File: src/rtl/core_cfg_pkg.sv
package core_cfg_pkg;

   ////////////////////
   // Settings bus and readback types
   typedef logic [7:0]  set_addr_t;
   typedef logic [31:0] set_data_t;
   typedef logic [3:0]  rb_addr_t;
   typedef logic [7:0]  led_t;

   ////////////////////
   // Settings address map
   localparam set_addr_t SR_MISC   = 8'd0;
   localparam set_addr_t SR_TIME64 = 8'd10;

   // Offsets inside the misc block
   localparam set_addr_t MISC_CLK     = 8'd0;
   localparam set_addr_t MISC_SERDES  = 8'd1;
   localparam set_addr_t MISC_ADC     = 8'd2;
   localparam set_addr_t MISC_LED_SW  = 8'd3;
   localparam set_addr_t MISC_PHY     = 8'd4;
   localparam set_addr_t MISC_LED_SRC = 8'd6;   // 5 is left free

   localparam led_t LED_SRC_AT_RESET = 8'h1E;   // Status LEDs on hardware

   ////////////////////
   // Readback words
   localparam set_data_t COMPAT_NUM = {16'd10, 16'd0};   // Major, minor
   localparam set_data_t RB_UNUSED  = 32'hFFFF_FFFF;

   localparam rb_addr_t RB_TIME_HI = 4'd0;
   localparam rb_addr_t RB_TIME_LO = 4'd1;
   localparam rb_addr_t RB_PPS_HI  = 4'd2;
   localparam rb_addr_t RB_PPS_LO  = 4'd3;
   localparam rb_addr_t RB_COMPAT  = 4'd4;
   localparam rb_addr_t RB_STATUS  = 4'd5;
   localparam rb_addr_t RB_LEDS    = 4'd6;

endpackage

File: src/rtl/time_pkg.sv
package time_pkg;

   // VITA time, seconds and ticks kept as one count
   typedef logic [63:0] vita_time_t;

   typedef logic time_mode_t;

   ////////////////////
   // Register offsets from the time base address
   localparam logic [7:0] TIME_HI_OFS   = 8'd0;   // Pending upper word
   localparam logic [7:0] TIME_LO_OFS   = 8'd1;   // Commits the load
   localparam logic [7:0] TIME_MODE_OFS = 8'd2;

   ////////////////////
   // Load modes
   localparam time_mode_t TIME_MODE_NOW = 1'b0;
   localparam time_mode_t TIME_MODE_PPS = 1'b1;   // Wait for next PPS edge

endpackage

File: src/rtl/setting_reg.sv
module setting_reg #(
   parameter core_cfg_pkg::set_addr_t MY_ADDR = '0,
   parameter type payload_t = logic [7:0],
   parameter payload_t AT_RESET = '0
) (
   input  logic                    dsp_clk,
   input  logic                    por_rst,
   input  logic                    set_stb_i,
   input  core_cfg_pkg::set_addr_t set_addr_i,
   input  core_cfg_pkg::set_data_t set_data_i,
   output payload_t                out_o,
   output logic                    changed_o
);

   logic hit;

   assign hit = set_stb_i && (set_addr_i == MY_ADDR);

   always_ff @(posedge dsp_clk) begin
      if (por_rst) begin
         out_o     <= AT_RESET;
         changed_o <= 1'b0;
      end else begin
         changed_o <= hit;   // One cycle per write
         if (hit) begin
            // Keep only the low bits that fit the payload
            out_o <= payload_t'(set_data_i[$bits(payload_t)-1:0]);
         end
      end
   end

   // A change pulse always traces back to a write at this address
   a_changed_after_hit: assert property (
      @(posedge dsp_clk) disable iff (por_rst)
      changed_o |-> $past(hit)
   );

endmodule

File: src/rtl/host_input_sync.sv
module host_input_sync (
   input  logic                    dsp_clk,
   input  logic                    por_rst,
   input  logic                    set_stb_i,
   input  core_cfg_pkg::set_addr_t set_addr_i,
   input  core_cfg_pkg::set_data_t set_data_i,
   input  logic                    pps_i,
   output logic                    set_stb_o,
   output core_cfg_pkg::set_addr_t set_addr_o,
   output core_cfg_pkg::set_data_t set_data_o,
   output logic                    pps_pulse_o
);

   logic pps_meta;   // First stage, may go metastable
   logic pps_sync;
   logic pps_last;

   ////////////////////
   // Settings bus register stage
   always_ff @(posedge dsp_clk) begin
      if (por_rst) begin
         set_stb_o <= 1'b0;
      end else begin
         set_stb_o <= set_stb_i;
      end
   end

   always_ff @(posedge dsp_clk) begin
      set_addr_o <= set_addr_i;
      set_data_o <= set_data_i;
   end

   ////////////////////
   // PPS synchronizer and rising edge detect
   always_ff @(posedge dsp_clk) begin
      if (por_rst) begin
         pps_meta <= 1'b0;
         pps_sync <= 1'b0;
         pps_last <= 1'b0;
      end else begin
         pps_meta <= pps_i;
         pps_sync <= pps_meta;
         pps_last <= pps_sync;
      end
   end

   assign pps_pulse_o = pps_sync & ~pps_last;

   a_pps_single: assert property (
      @(posedge dsp_clk) disable iff (por_rst)
      pps_pulse_o |=> !pps_pulse_o
   );

endmodule

File: src/rtl/vita_timer.sv
module vita_timer #(
   parameter core_cfg_pkg::set_addr_t BASE_TIME = core_cfg_pkg::SR_TIME64
) (
   input  logic                    dsp_clk,
   input  logic                    por_rst,
   input  logic                    set_stb_i,
   input  core_cfg_pkg::set_addr_t set_addr_i,
   input  core_cfg_pkg::set_data_t set_data_i,
   input  logic                    pps_pulse_i,
   output time_pkg::vita_time_t    vita_time_o,
   output time_pkg::vita_time_t    vita_time_pps_o,
   output logic                    pps_int_o,
   output logic                    good_sync_o
);

   import core_cfg_pkg::*;
   import time_pkg::*;

   localparam set_addr_t ADDR_HI   = BASE_TIME + TIME_HI_OFS;
   localparam set_addr_t ADDR_LO   = BASE_TIME + TIME_LO_OFS;
   localparam set_addr_t ADDR_MODE = BASE_TIME + TIME_MODE_OFS;

   set_data_t  time_hi_q;      // Upper word waiting for a LO write
   time_mode_t mode_q;
   vita_time_t armed_time_q;
   logic       armed_q;
   logic       wr_hi;
   logic       wr_lo;
   logic       wr_mode;
   logic       load_now;
   logic       arm_wr;

   assign wr_hi    = set_stb_i && (set_addr_i == ADDR_HI);
   assign wr_lo    = set_stb_i && (set_addr_i == ADDR_LO);
   assign wr_mode  = set_stb_i && (set_addr_i == ADDR_MODE);
   assign load_now = wr_lo && (mode_q == TIME_MODE_NOW);
   assign arm_wr   = wr_lo && (mode_q == TIME_MODE_PPS);

   ////////////////////
   // Time registers
   always_ff @(posedge dsp_clk) begin
      if (wr_hi) begin
         time_hi_q <= set_data_i;
      end
      if (arm_wr) begin
         armed_time_q <= {time_hi_q, set_data_i};
      end
   end

   always_ff @(posedge dsp_clk) begin
      if (por_rst) begin
         mode_q <= TIME_MODE_NOW;
      end else if (wr_mode) begin
         mode_q <= time_mode_t'(set_data_i[0]);
      end
   end

   ////////////////////
   // Counter with immediate and PPS-armed load
   always_ff @(posedge dsp_clk) begin
      if (por_rst) begin
         vita_time_o <= '0;
         armed_q     <= 1'b0;
      end else begin
         if (load_now) begin
            vita_time_o <= {time_hi_q, set_data_i};
         end else if (pps_pulse_i && armed_q) begin
            vita_time_o <= armed_time_q;
         end else begin
            vita_time_o <= vita_time_o + 64'd1;
         end

         // A fresh arm wins over the PPS that consumes the old one
         if (arm_wr) begin
            armed_q <= 1'b1;
         end else if (pps_pulse_i) begin
            armed_q <= 1'b0;
         end
      end
   end

   // PPS timestamp, interrupt and sync flag
   always_ff @(posedge dsp_clk) begin
      if (por_rst) begin
         vita_time_pps_o <= '0;
         pps_int_o       <= 1'b0;
         good_sync_o     <= 1'b0;
      end else begin
         pps_int_o <= pps_pulse_i;
         if (pps_pulse_i) begin
            vita_time_pps_o <= vita_time_o;
            good_sync_o     <= 1'b1;   // Sticky until reset
         end
      end
   end

   a_arm_clear: assert property (
      @(posedge dsp_clk) disable iff (por_rst)
      (armed_q && !arm_wr) |=> (armed_q == !$past(pps_pulse_i))
   );

endmodule

File: src/rtl/misc_ctrl.sv
module misc_ctrl #(
   parameter core_cfg_pkg::set_addr_t BASE_MISC = core_cfg_pkg::SR_MISC
) (
   input  logic                    dsp_clk,
   input  logic                    por_rst,
   input  logic                    set_stb_i,
   input  core_cfg_pkg::set_addr_t set_addr_i,
   input  core_cfg_pkg::set_data_t set_data_i,
   input  logic                    run_rx_i,
   input  logic                    run_tx_i,
   input  logic                    clk_status_i,
   input  logic                    serdes_link_up_i,
   input  logic                    good_sync_i,
   output core_cfg_pkg::led_t      leds_o,
   output logic                    clock_ready_o,
   output logic [1:0]              clk_en_o,
   output logic [1:0]              clk_sel_o,
   output logic [3:0]              ser_ctrl_o,
   output logic [3:0]              adc_ctrl_o,
   output logic                    phy_reset_n_o
);

   import core_cfg_pkg::*;

   logic [7:0] clock_outs;
   logic [7:0] serdes_outs;
   logic [7:0] adc_outs;
   logic       phy_reset;
   led_t       led_sw;
   led_t       led_src;    // 1 picks hardware, 0 picks software
   led_t       led_hw;

   ////////////////////
   // Control registers
   setting_reg #(.MY_ADDR(BASE_MISC + MISC_CLK), .payload_t(logic [7:0]), .AT_RESET(8'h00))
      sr_clk (.dsp_clk, .por_rst, .set_stb_i, .set_addr_i, .set_data_i,
              .out_o(clock_outs), .changed_o());

   setting_reg #(.MY_ADDR(BASE_MISC + MISC_SERDES), .payload_t(logic [7:0]), .AT_RESET(8'h00))
      sr_ser (.dsp_clk, .por_rst, .set_stb_i, .set_addr_i, .set_data_i,
              .out_o(serdes_outs), .changed_o());

   setting_reg #(.MY_ADDR(BASE_MISC + MISC_ADC), .payload_t(logic [7:0]), .AT_RESET(8'h00))
      sr_adc (.dsp_clk, .por_rst, .set_stb_i, .set_addr_i, .set_data_i,
              .out_o(adc_outs), .changed_o());

   setting_reg #(.MY_ADDR(BASE_MISC + MISC_LED_SW), .payload_t(led_t), .AT_RESET(8'h00))
      sr_led (.dsp_clk, .por_rst, .set_stb_i, .set_addr_i, .set_data_i,
              .out_o(led_sw), .changed_o());

   setting_reg #(.MY_ADDR(BASE_MISC + MISC_LED_SRC), .payload_t(led_t),
                 .AT_RESET(LED_SRC_AT_RESET))
      sr_led_src (.dsp_clk, .por_rst, .set_stb_i, .set_addr_i, .set_data_i,
                  .out_o(led_src), .changed_o());

   // PHY reset, active high in the register
   setting_reg #(.MY_ADDR(BASE_MISC + MISC_PHY), .payload_t(logic), .AT_RESET(1'b0))
      sr_phy (.dsp_clk, .por_rst, .set_stb_i, .set_addr_i, .set_data_i,
              .out_o(phy_reset), .changed_o());

   ////////////////////
   // Pin mapping
   assign {clock_ready_o, clk_en_o, clk_sel_o} = clock_outs[4:0];
   assign ser_ctrl_o    = serdes_outs[3:0];   // enable, prbsen, loopen, rx_en
   assign adc_ctrl_o    = adc_outs[3:0];      // oe_a, on_a, oe_b, on_b
   assign phy_reset_n_o = ~phy_reset;

   // LED sources
   assign led_hw = {3'b000, run_tx_i, run_rx_i, clk_status_i,
                    serdes_link_up_i & good_sync_i, 1'b0};

   assign leds_o = (led_src & led_hw) | (~led_src & led_sw);

endmodule

File: src/rtl/readback_mux.sv
module readback_mux (
   input  logic                    dsp_clk,
   input  logic                    por_rst,
   input  logic                    rb_stb_i,
   input  core_cfg_pkg::rb_addr_t  rb_addr_i,
   input  time_pkg::vita_time_t    vita_time_i,
   input  time_pkg::vita_time_t    vita_time_pps_i,
   input  logic                    clk_status_i,
   input  logic                    serdes_link_up_i,
   input  logic                    good_sync_i,
   input  core_cfg_pkg::led_t      leds_i,
   output core_cfg_pkg::set_data_t rb_data_o,
   output logic                    rb_ack_o
);

   import core_cfg_pkg::*;

   set_data_t status_word;
   set_data_t word_sel;

   assign status_word = {29'd0, clk_status_i, serdes_link_up_i, good_sync_i};

   ////////////////////
   // Word select
   always_comb begin
      case (rb_addr_i)
         RB_TIME_HI: word_sel = vita_time_i[63:32];
         RB_TIME_LO: word_sel = vita_time_i[31:0];
         RB_PPS_HI:  word_sel = vita_time_pps_i[63:32];
         RB_PPS_LO:  word_sel = vita_time_pps_i[31:0];
         RB_COMPAT:  word_sel = COMPAT_NUM;
         RB_STATUS:  word_sel = status_word;
         RB_LEDS:    word_sel = {24'd0, leds_i};
         default:    word_sel = RB_UNUSED;
      endcase
   end

   // Ack one cycle after each strobe
   always_ff @(posedge dsp_clk) begin
      if (por_rst) begin
         rb_ack_o <= 1'b0;
      end else begin
         rb_ack_o <= rb_stb_i;
      end
   end

   always_ff @(posedge dsp_clk) begin
      if (rb_stb_i) begin
         rb_data_o <= word_sel;   // Snapshot at the strobe edge
      end
   end

   a_ack_follows_stb: assert property (
      @(posedge dsp_clk) disable iff (por_rst)
      rb_ack_o |-> $past(rb_stb_i)
   );

endmodule

File: src/rtl/u2_ctrl_core.sv
module u2_ctrl_core #(
   parameter core_cfg_pkg::set_addr_t BASE_MISC = core_cfg_pkg::SR_MISC,
   parameter core_cfg_pkg::set_addr_t BASE_TIME = core_cfg_pkg::SR_TIME64
) (
   input  logic                    dsp_clk,
   input  logic                    por_rst,
   // Settings bus
   input  logic                    set_stb_i,
   input  core_cfg_pkg::set_addr_t set_addr_i,
   input  core_cfg_pkg::set_data_t set_data_i,
   // Status levels and PPS
   input  logic                    pps_i,
   input  logic                    run_rx_i,
   input  logic                    run_tx_i,
   input  logic                    clk_status_i,
   input  logic                    serdes_link_up_i,
   // Readback request
   input  logic                    rb_stb_i,
   input  core_cfg_pkg::rb_addr_t  rb_addr_i,
   // Board controls
   output core_cfg_pkg::led_t      leds_o,
   output logic                    clock_ready_o,
   output logic [1:0]              clk_en_o,
   output logic [1:0]              clk_sel_o,
   output logic [3:0]              ser_ctrl_o,
   output logic [3:0]              adc_ctrl_o,
   output logic                    phy_reset_n_o,
   output logic                    pps_int_o,
   output core_cfg_pkg::set_data_t rb_data_o,
   output logic                    rb_ack_o
);

   import core_cfg_pkg::*;
   import time_pkg::*;

   logic       set_stb;
   set_addr_t  set_addr;
   set_data_t  set_data;
   logic       pps_pulse;
   logic       good_sync;
   vita_time_t vita_time;
   vita_time_t vita_time_pps;

   ////////////////////
   // Input side
   host_input_sync u_input (
      .dsp_clk, .por_rst,
      .set_stb_i, .set_addr_i, .set_data_i, .pps_i,
      .set_stb_o(set_stb), .set_addr_o(set_addr), .set_data_o(set_data),
      .pps_pulse_o(pps_pulse)
   );

   ////////////////////
   // Time and control
   vita_timer #(.BASE_TIME(BASE_TIME)) u_timer (
      .dsp_clk, .por_rst,
      .set_stb_i(set_stb), .set_addr_i(set_addr), .set_data_i(set_data),
      .pps_pulse_i(pps_pulse),
      .vita_time_o(vita_time), .vita_time_pps_o(vita_time_pps),
      .pps_int_o, .good_sync_o(good_sync)
   );

   misc_ctrl #(.BASE_MISC(BASE_MISC)) u_misc (
      .dsp_clk, .por_rst,
      .set_stb_i(set_stb), .set_addr_i(set_addr), .set_data_i(set_data),
      .run_rx_i, .run_tx_i, .clk_status_i, .serdes_link_up_i,
      .good_sync_i(good_sync),
      .leds_o, .clock_ready_o, .clk_en_o, .clk_sel_o,
      .ser_ctrl_o, .adc_ctrl_o, .phy_reset_n_o
   );

   ////////////////////
   // Output side
   readback_mux u_readback (
      .dsp_clk, .por_rst,
      .rb_stb_i, .rb_addr_i,
      .vita_time_i(vita_time), .vita_time_pps_i(vita_time_pps),
      .clk_status_i, .serdes_link_up_i,
      .good_sync_i(good_sync),
      .leds_i(leds_o),   // LED state as driven on the pins
      .rb_data_o, .rb_ack_o
   );

endmodule

File: config.mk
export PLATFORM = sky130hd
export DESIGN_NAME = u2_ctrl_core
export DESIGN_NICKNAME = d
export VERILOG_FILES = /design/src/rtl/core_cfg_pkg.sv /design/src/rtl/time_pkg.sv /design/src/rtl/setting_reg.sv /design/src/rtl/host_input_sync.sv /design/src/rtl/vita_timer.sv /design/src/rtl/misc_ctrl.sv /design/src/rtl/readback_mux.sv /design/src/rtl/u2_ctrl_core.sv
export SDC_FILE = /design/constraint.sdc
export NUM_CORES = 1
export LEC_CHECK = 0
export BUFFER_PORTS_ARGS = -buffer_cell sky130_fd_sc_hd__buf_2
export CAP_MARGIN = 5
export CORE_UTILIZATION = 60
export DETAILED_ROUTE_END_ITERATION = 12
export PLACE_DENSITY_LB_ADDON = 0.1
export SETUP_SLACK_MARGIN = 0.1
export SYNTH_ARGS = -nofsm -noshare
export SYNTH_HDL_FRONTEND = slang
export SYNTH_SLANG_ARGS = --single-unit
File: constraint.sdc
create_clock -name dsp_clk -period 16 [get_ports dsp_clk]
set_clock_uncertainty 0.1 [all_clocks]
set_input_delay 2.4 -clock dsp_clk [delete_from_list [all_inputs] [get_ports dsp_clk]]
set_output_delay 2.4 -clock dsp_clk [all_outputs]
set_load 0.05 [all_outputs]
==> out/qor.yml <==
run_status:
  status: "completed"
clock_tree:
  cts.sinks: 335
  cts_buffer_depth: 3
  postCtsSetupBuffers: 0
  cts_max_level: 2
  cts.clk_slew.worst_paths_ns: 0.06
  holdBufCountCts: 0
  clock-root-buffer: "clkbuf_16"
  clk_latency_ns: 0.51
  ctsResizeCount: 0
  cts_tree: "built"
  cts_buffers: 35
sta:
  period_minus_slack_ns: 5.48
  min_period_over_period: 0.343
  hold_viol_final: 0
  grt_setup_unrepaired: "false"
  fmax_mhz: 182
  slew_violations: 0
  tightest_slew_ns: 0.989
  hold_ws_ns: 0.344
  max_slew_margin: 0.339
  finalSetupViolations: 0
  setup_tns_ns: 0
floorplan:
  ios: 109
  core_area_um2: 21800
  num_rows: 54
  die_x_um: 151
  dieArea_um2: 22800
  start_util: 0.610
  die_h_um: 151
setup_path:
  path_class: "in -> out"
  r2r_cells: 6
  rr_startpoint: "u_timer.vita_time_o[2]$_SDFF_PP0_"
  crit_start: "clk_status_i"
  worstSetupEndpointType: "output pin"
  rrSetupSlack_ns: 12.80
  r2r-end: "u_timer.vita_time_o[47]$_SDFF_PP0_"
  worst_ep_arrival_time_ns: 2.98
  critPathRequiredTime_ns: 13.50
  crit_path_start_kind: "input pin"
  crit_fanout: 2
global_route:
  antenna_found_initial: 0
  grt_use_total: 0.291
  grt_pass1_wl_um: 50800
  gr-total-overflow: 0
  grt_max_degree: 87
  grt_pass1_vias: 9245
placed_design:
  dp.cells: 1635
  portBuffers: 108
  dp_hpwl_um: 20900
  gp_congestion: 0.863
  placed_area_um2: 14000
worst_hold_path:
  min_from: "u_timer.time_hi_q[29]$_DFFE_PP_"
  whs_path_depth: 0
  hp-class: "reg -> reg"
  worstHoldEndpoint: "u_timer.armed_time_q[61]$_DFFE_PP_"
routing:
  first_pass_iters: 6
  drc: 0
  ant_nets: 0
  wl_per_cell_um: 19.4
  drt_iter0_drc: 1004
  via_per_inst: 6.14
  vias: 10400
  wl_um: 32900
yosys:
  synthCells: 1323
  synth_fp_nets: 1377
  synth_ff_type: "dfxtp_1"
  syn-cell-area_um2: 13300
  ys_ff_latch: 335
  ys_types: 55
  synth_edf_count: 128
  yosysSeqAreaShare: 0.600
  avgSynthCellArea_um2: 10.1
  postSynth.asyncResetShare: 0
  yosys_warnings: 0
cells_and_area:
  final_cell_area_um2: 15200
  drive_gt1_frac: 0.145
  layout.nets: 1446
  area_growth_pct: 13.8
  stdcell_count: 1696
  diodes: 0
power_and_ir_drop:
  irDropWorstVdd_uv: 83.1
  p_leak_nw: 5.10
  power.density_nw_per_um2: 115
job:
  maxCapViolCount: 0
cell usage after synthesis, drive strengths merged, types with 3 or more instances:
library cell | n | share of area
xor2 | 10 | 0.0066
mux2i | 19 | 0.014
nor3b | 3 | 0.0017
clkbuf | 84 | 0.024
and4 | 6 | 0.0039
a21oi | 106 | 0.040
nor2b | 15 | 0.0070
or4 | 4 | 0.0028
mux2 | 3 | 0.0025
buf | 12 | 0.0044
nor4 | 21 | 0.012
nor3 | 26 | 0.011
nand2b | 5 | 0.0023
a22oi | 45 | 0.025
a31oi | 27 | 0.013
edfxtp | 128 | 0.29
dfxtp | 207 | 0.31
o31a | 12 | 0.0079
o211ai | 3 | 0.0017
nand4 | 25 | 0.013
inv | 10 | 0.0028
and3 | 19 | 0.0089
o21ai | 26 | 0.0098
o22ai | 15 | 0.0070
o21a | 3 | 0.0017
a211o | 6 | 0.0039
and2 | 4 | 0.0019
nor2 | 73 | 0.021
xnor2 | 36 | 0.024
nand2 | 236 | 0.067
a211oi | 13 | 0.0073
or3 | 8 | 0.0038
a221o | 3 | 0.0023
a222oi | 5 | 0.0038
nand3 | 91 | 0.035
a221oi | 3 | 0.0020
worst max-delay path, cell delays in order:
cell    delay (ns)
buf_2         0.10
mux2_2        0.27
buf_2         0.21
final cells by class:
class / instances / area, um^2
sequential: 335 / 7990
fill: 1694 / 6670
multi-input combinational: 882 / 4980
clock buffer: 53 / 1070
timing repair buffer: 128 / 693
tap: 280 / 350
clock inverter: 8 / 41.3
inverter: 10 / 37.5
kinds of logic (layout without fill, tap and decap cells):
| group | after synthesis | in the layout | synth area share |
|---|---|---|---|
| and+or+nand+nor | 540 | 540 | 0.192 |
| DFF | 335 | 335 | 0.600 |
| AOI/OAI and AO/OA | 273 | 273 | 0.129 |
| buffers and inverters | 106 | 199 | 0.0309 |
| xor gates and xnor gates | 46 | 46 | 0.0302 |
| muxes | 22 | 22 | 0.0168 |
| adders and majority gates | 1 | 1 | 0.000939 |
routing by layer:
layer | vias up | share of wire | GRT usage
met3 | 52 | 0.092 | 0.0539
met5 | - | 0 | 0
met1 | 4960 | 0.45 | 0.455
li1 | 4927 | - | -
met2 | 468 | 0.43 | 0.411
met4 | 0 | 0.018 | 0.0770
cell usage in the layout (no fill, tap or decap), types with 10 or more instances in the layout:
cell type  count
o22ai_1       15
nor2_1        73
o21ai_0       22
mux2i_1       19
buf_2        107
nand2_1      236
inv_1         10
xor2_1        10
a22oi_1       45
and3_1        19
xnor2_1       36
a31oi_1       26
nand4_1       24
nor4_1        15
clkbuf_16     38
dfxtp_1      207
nand3_1       90
edfxtp_1     128
buf_4         21
nor3_1        19
o31a_1        12
a211oi_1      13
a21oi_1      106
nor2b_1       14
where the power goes:
group          switching [mW]  internal (mW)  total, mW
clock                   0.314          0.460      0.774
sequential             0.0101          0.896      0.907
combinational          0.0503         0.0157     0.0660
state kept, by name, indices dropped and copies added, names as in the netlist:
| name | cells |
|---|---|
| u_input.pps_sync | 1 |
| u_misc.sr_phy.out_o | 1 |
| u_input.pps_last | 1 |
| u_input.pps_meta | 1 |
| u_readback.rb_data_o | 32 |
| u_timer.time_hi_q | 32 |
| u_misc.sr_ser.out_o | 4 |
| u_timer.good_sync_o | 1 |
| u_readback.rb_ack_o | 1 |
| u_input.set_addr_o | 8 |
| u_misc.sr_led_src.out_o | 8 |
| u_timer.vita_time_pps_o | 64 |
| u_input.set_data_o | 32 |
| u_timer.vita_time_o | 64 |
| u_timer.armed_q | 1 |
| u_misc.sr_led.out_o | 8 |
| u_input.set_stb_o | 1 |
| u_timer.armed_time_q | 64 |
| u_misc.sr_adc.out_o | 4 |
| u_timer.pps_int_o | 1 |
| u_misc.sr_clk.out_o | 5 |
| u_timer.mode_q | 1 |
stage by stage:
step	util	total power [mW]	setup WS (ns)
after floorplan	-	0.965	7.72
final	0.695	1.75	10.52
after global routing	0.695	1.79	10.49
after global placement	0.644	0.989	10.53
after CTS	0.695	1.76	10.52
after detailed placement	0.644	0.991	10.52
worst max-delay path by stage:
stage / end / cells after the start
2_1_floorplan: u_timer.armed_time_q[0]$_DFFE_PP_ / 3
3_3_place_gp: leds_o[2] / 3
3_5_place_dp: leds_o[2] / 3
4_1_cts: leds_o[2] / 3
5_1_grt: leds_o[2] / 3
6_report: leds_o[2] / 3
(Power assumes the default switching activity.)
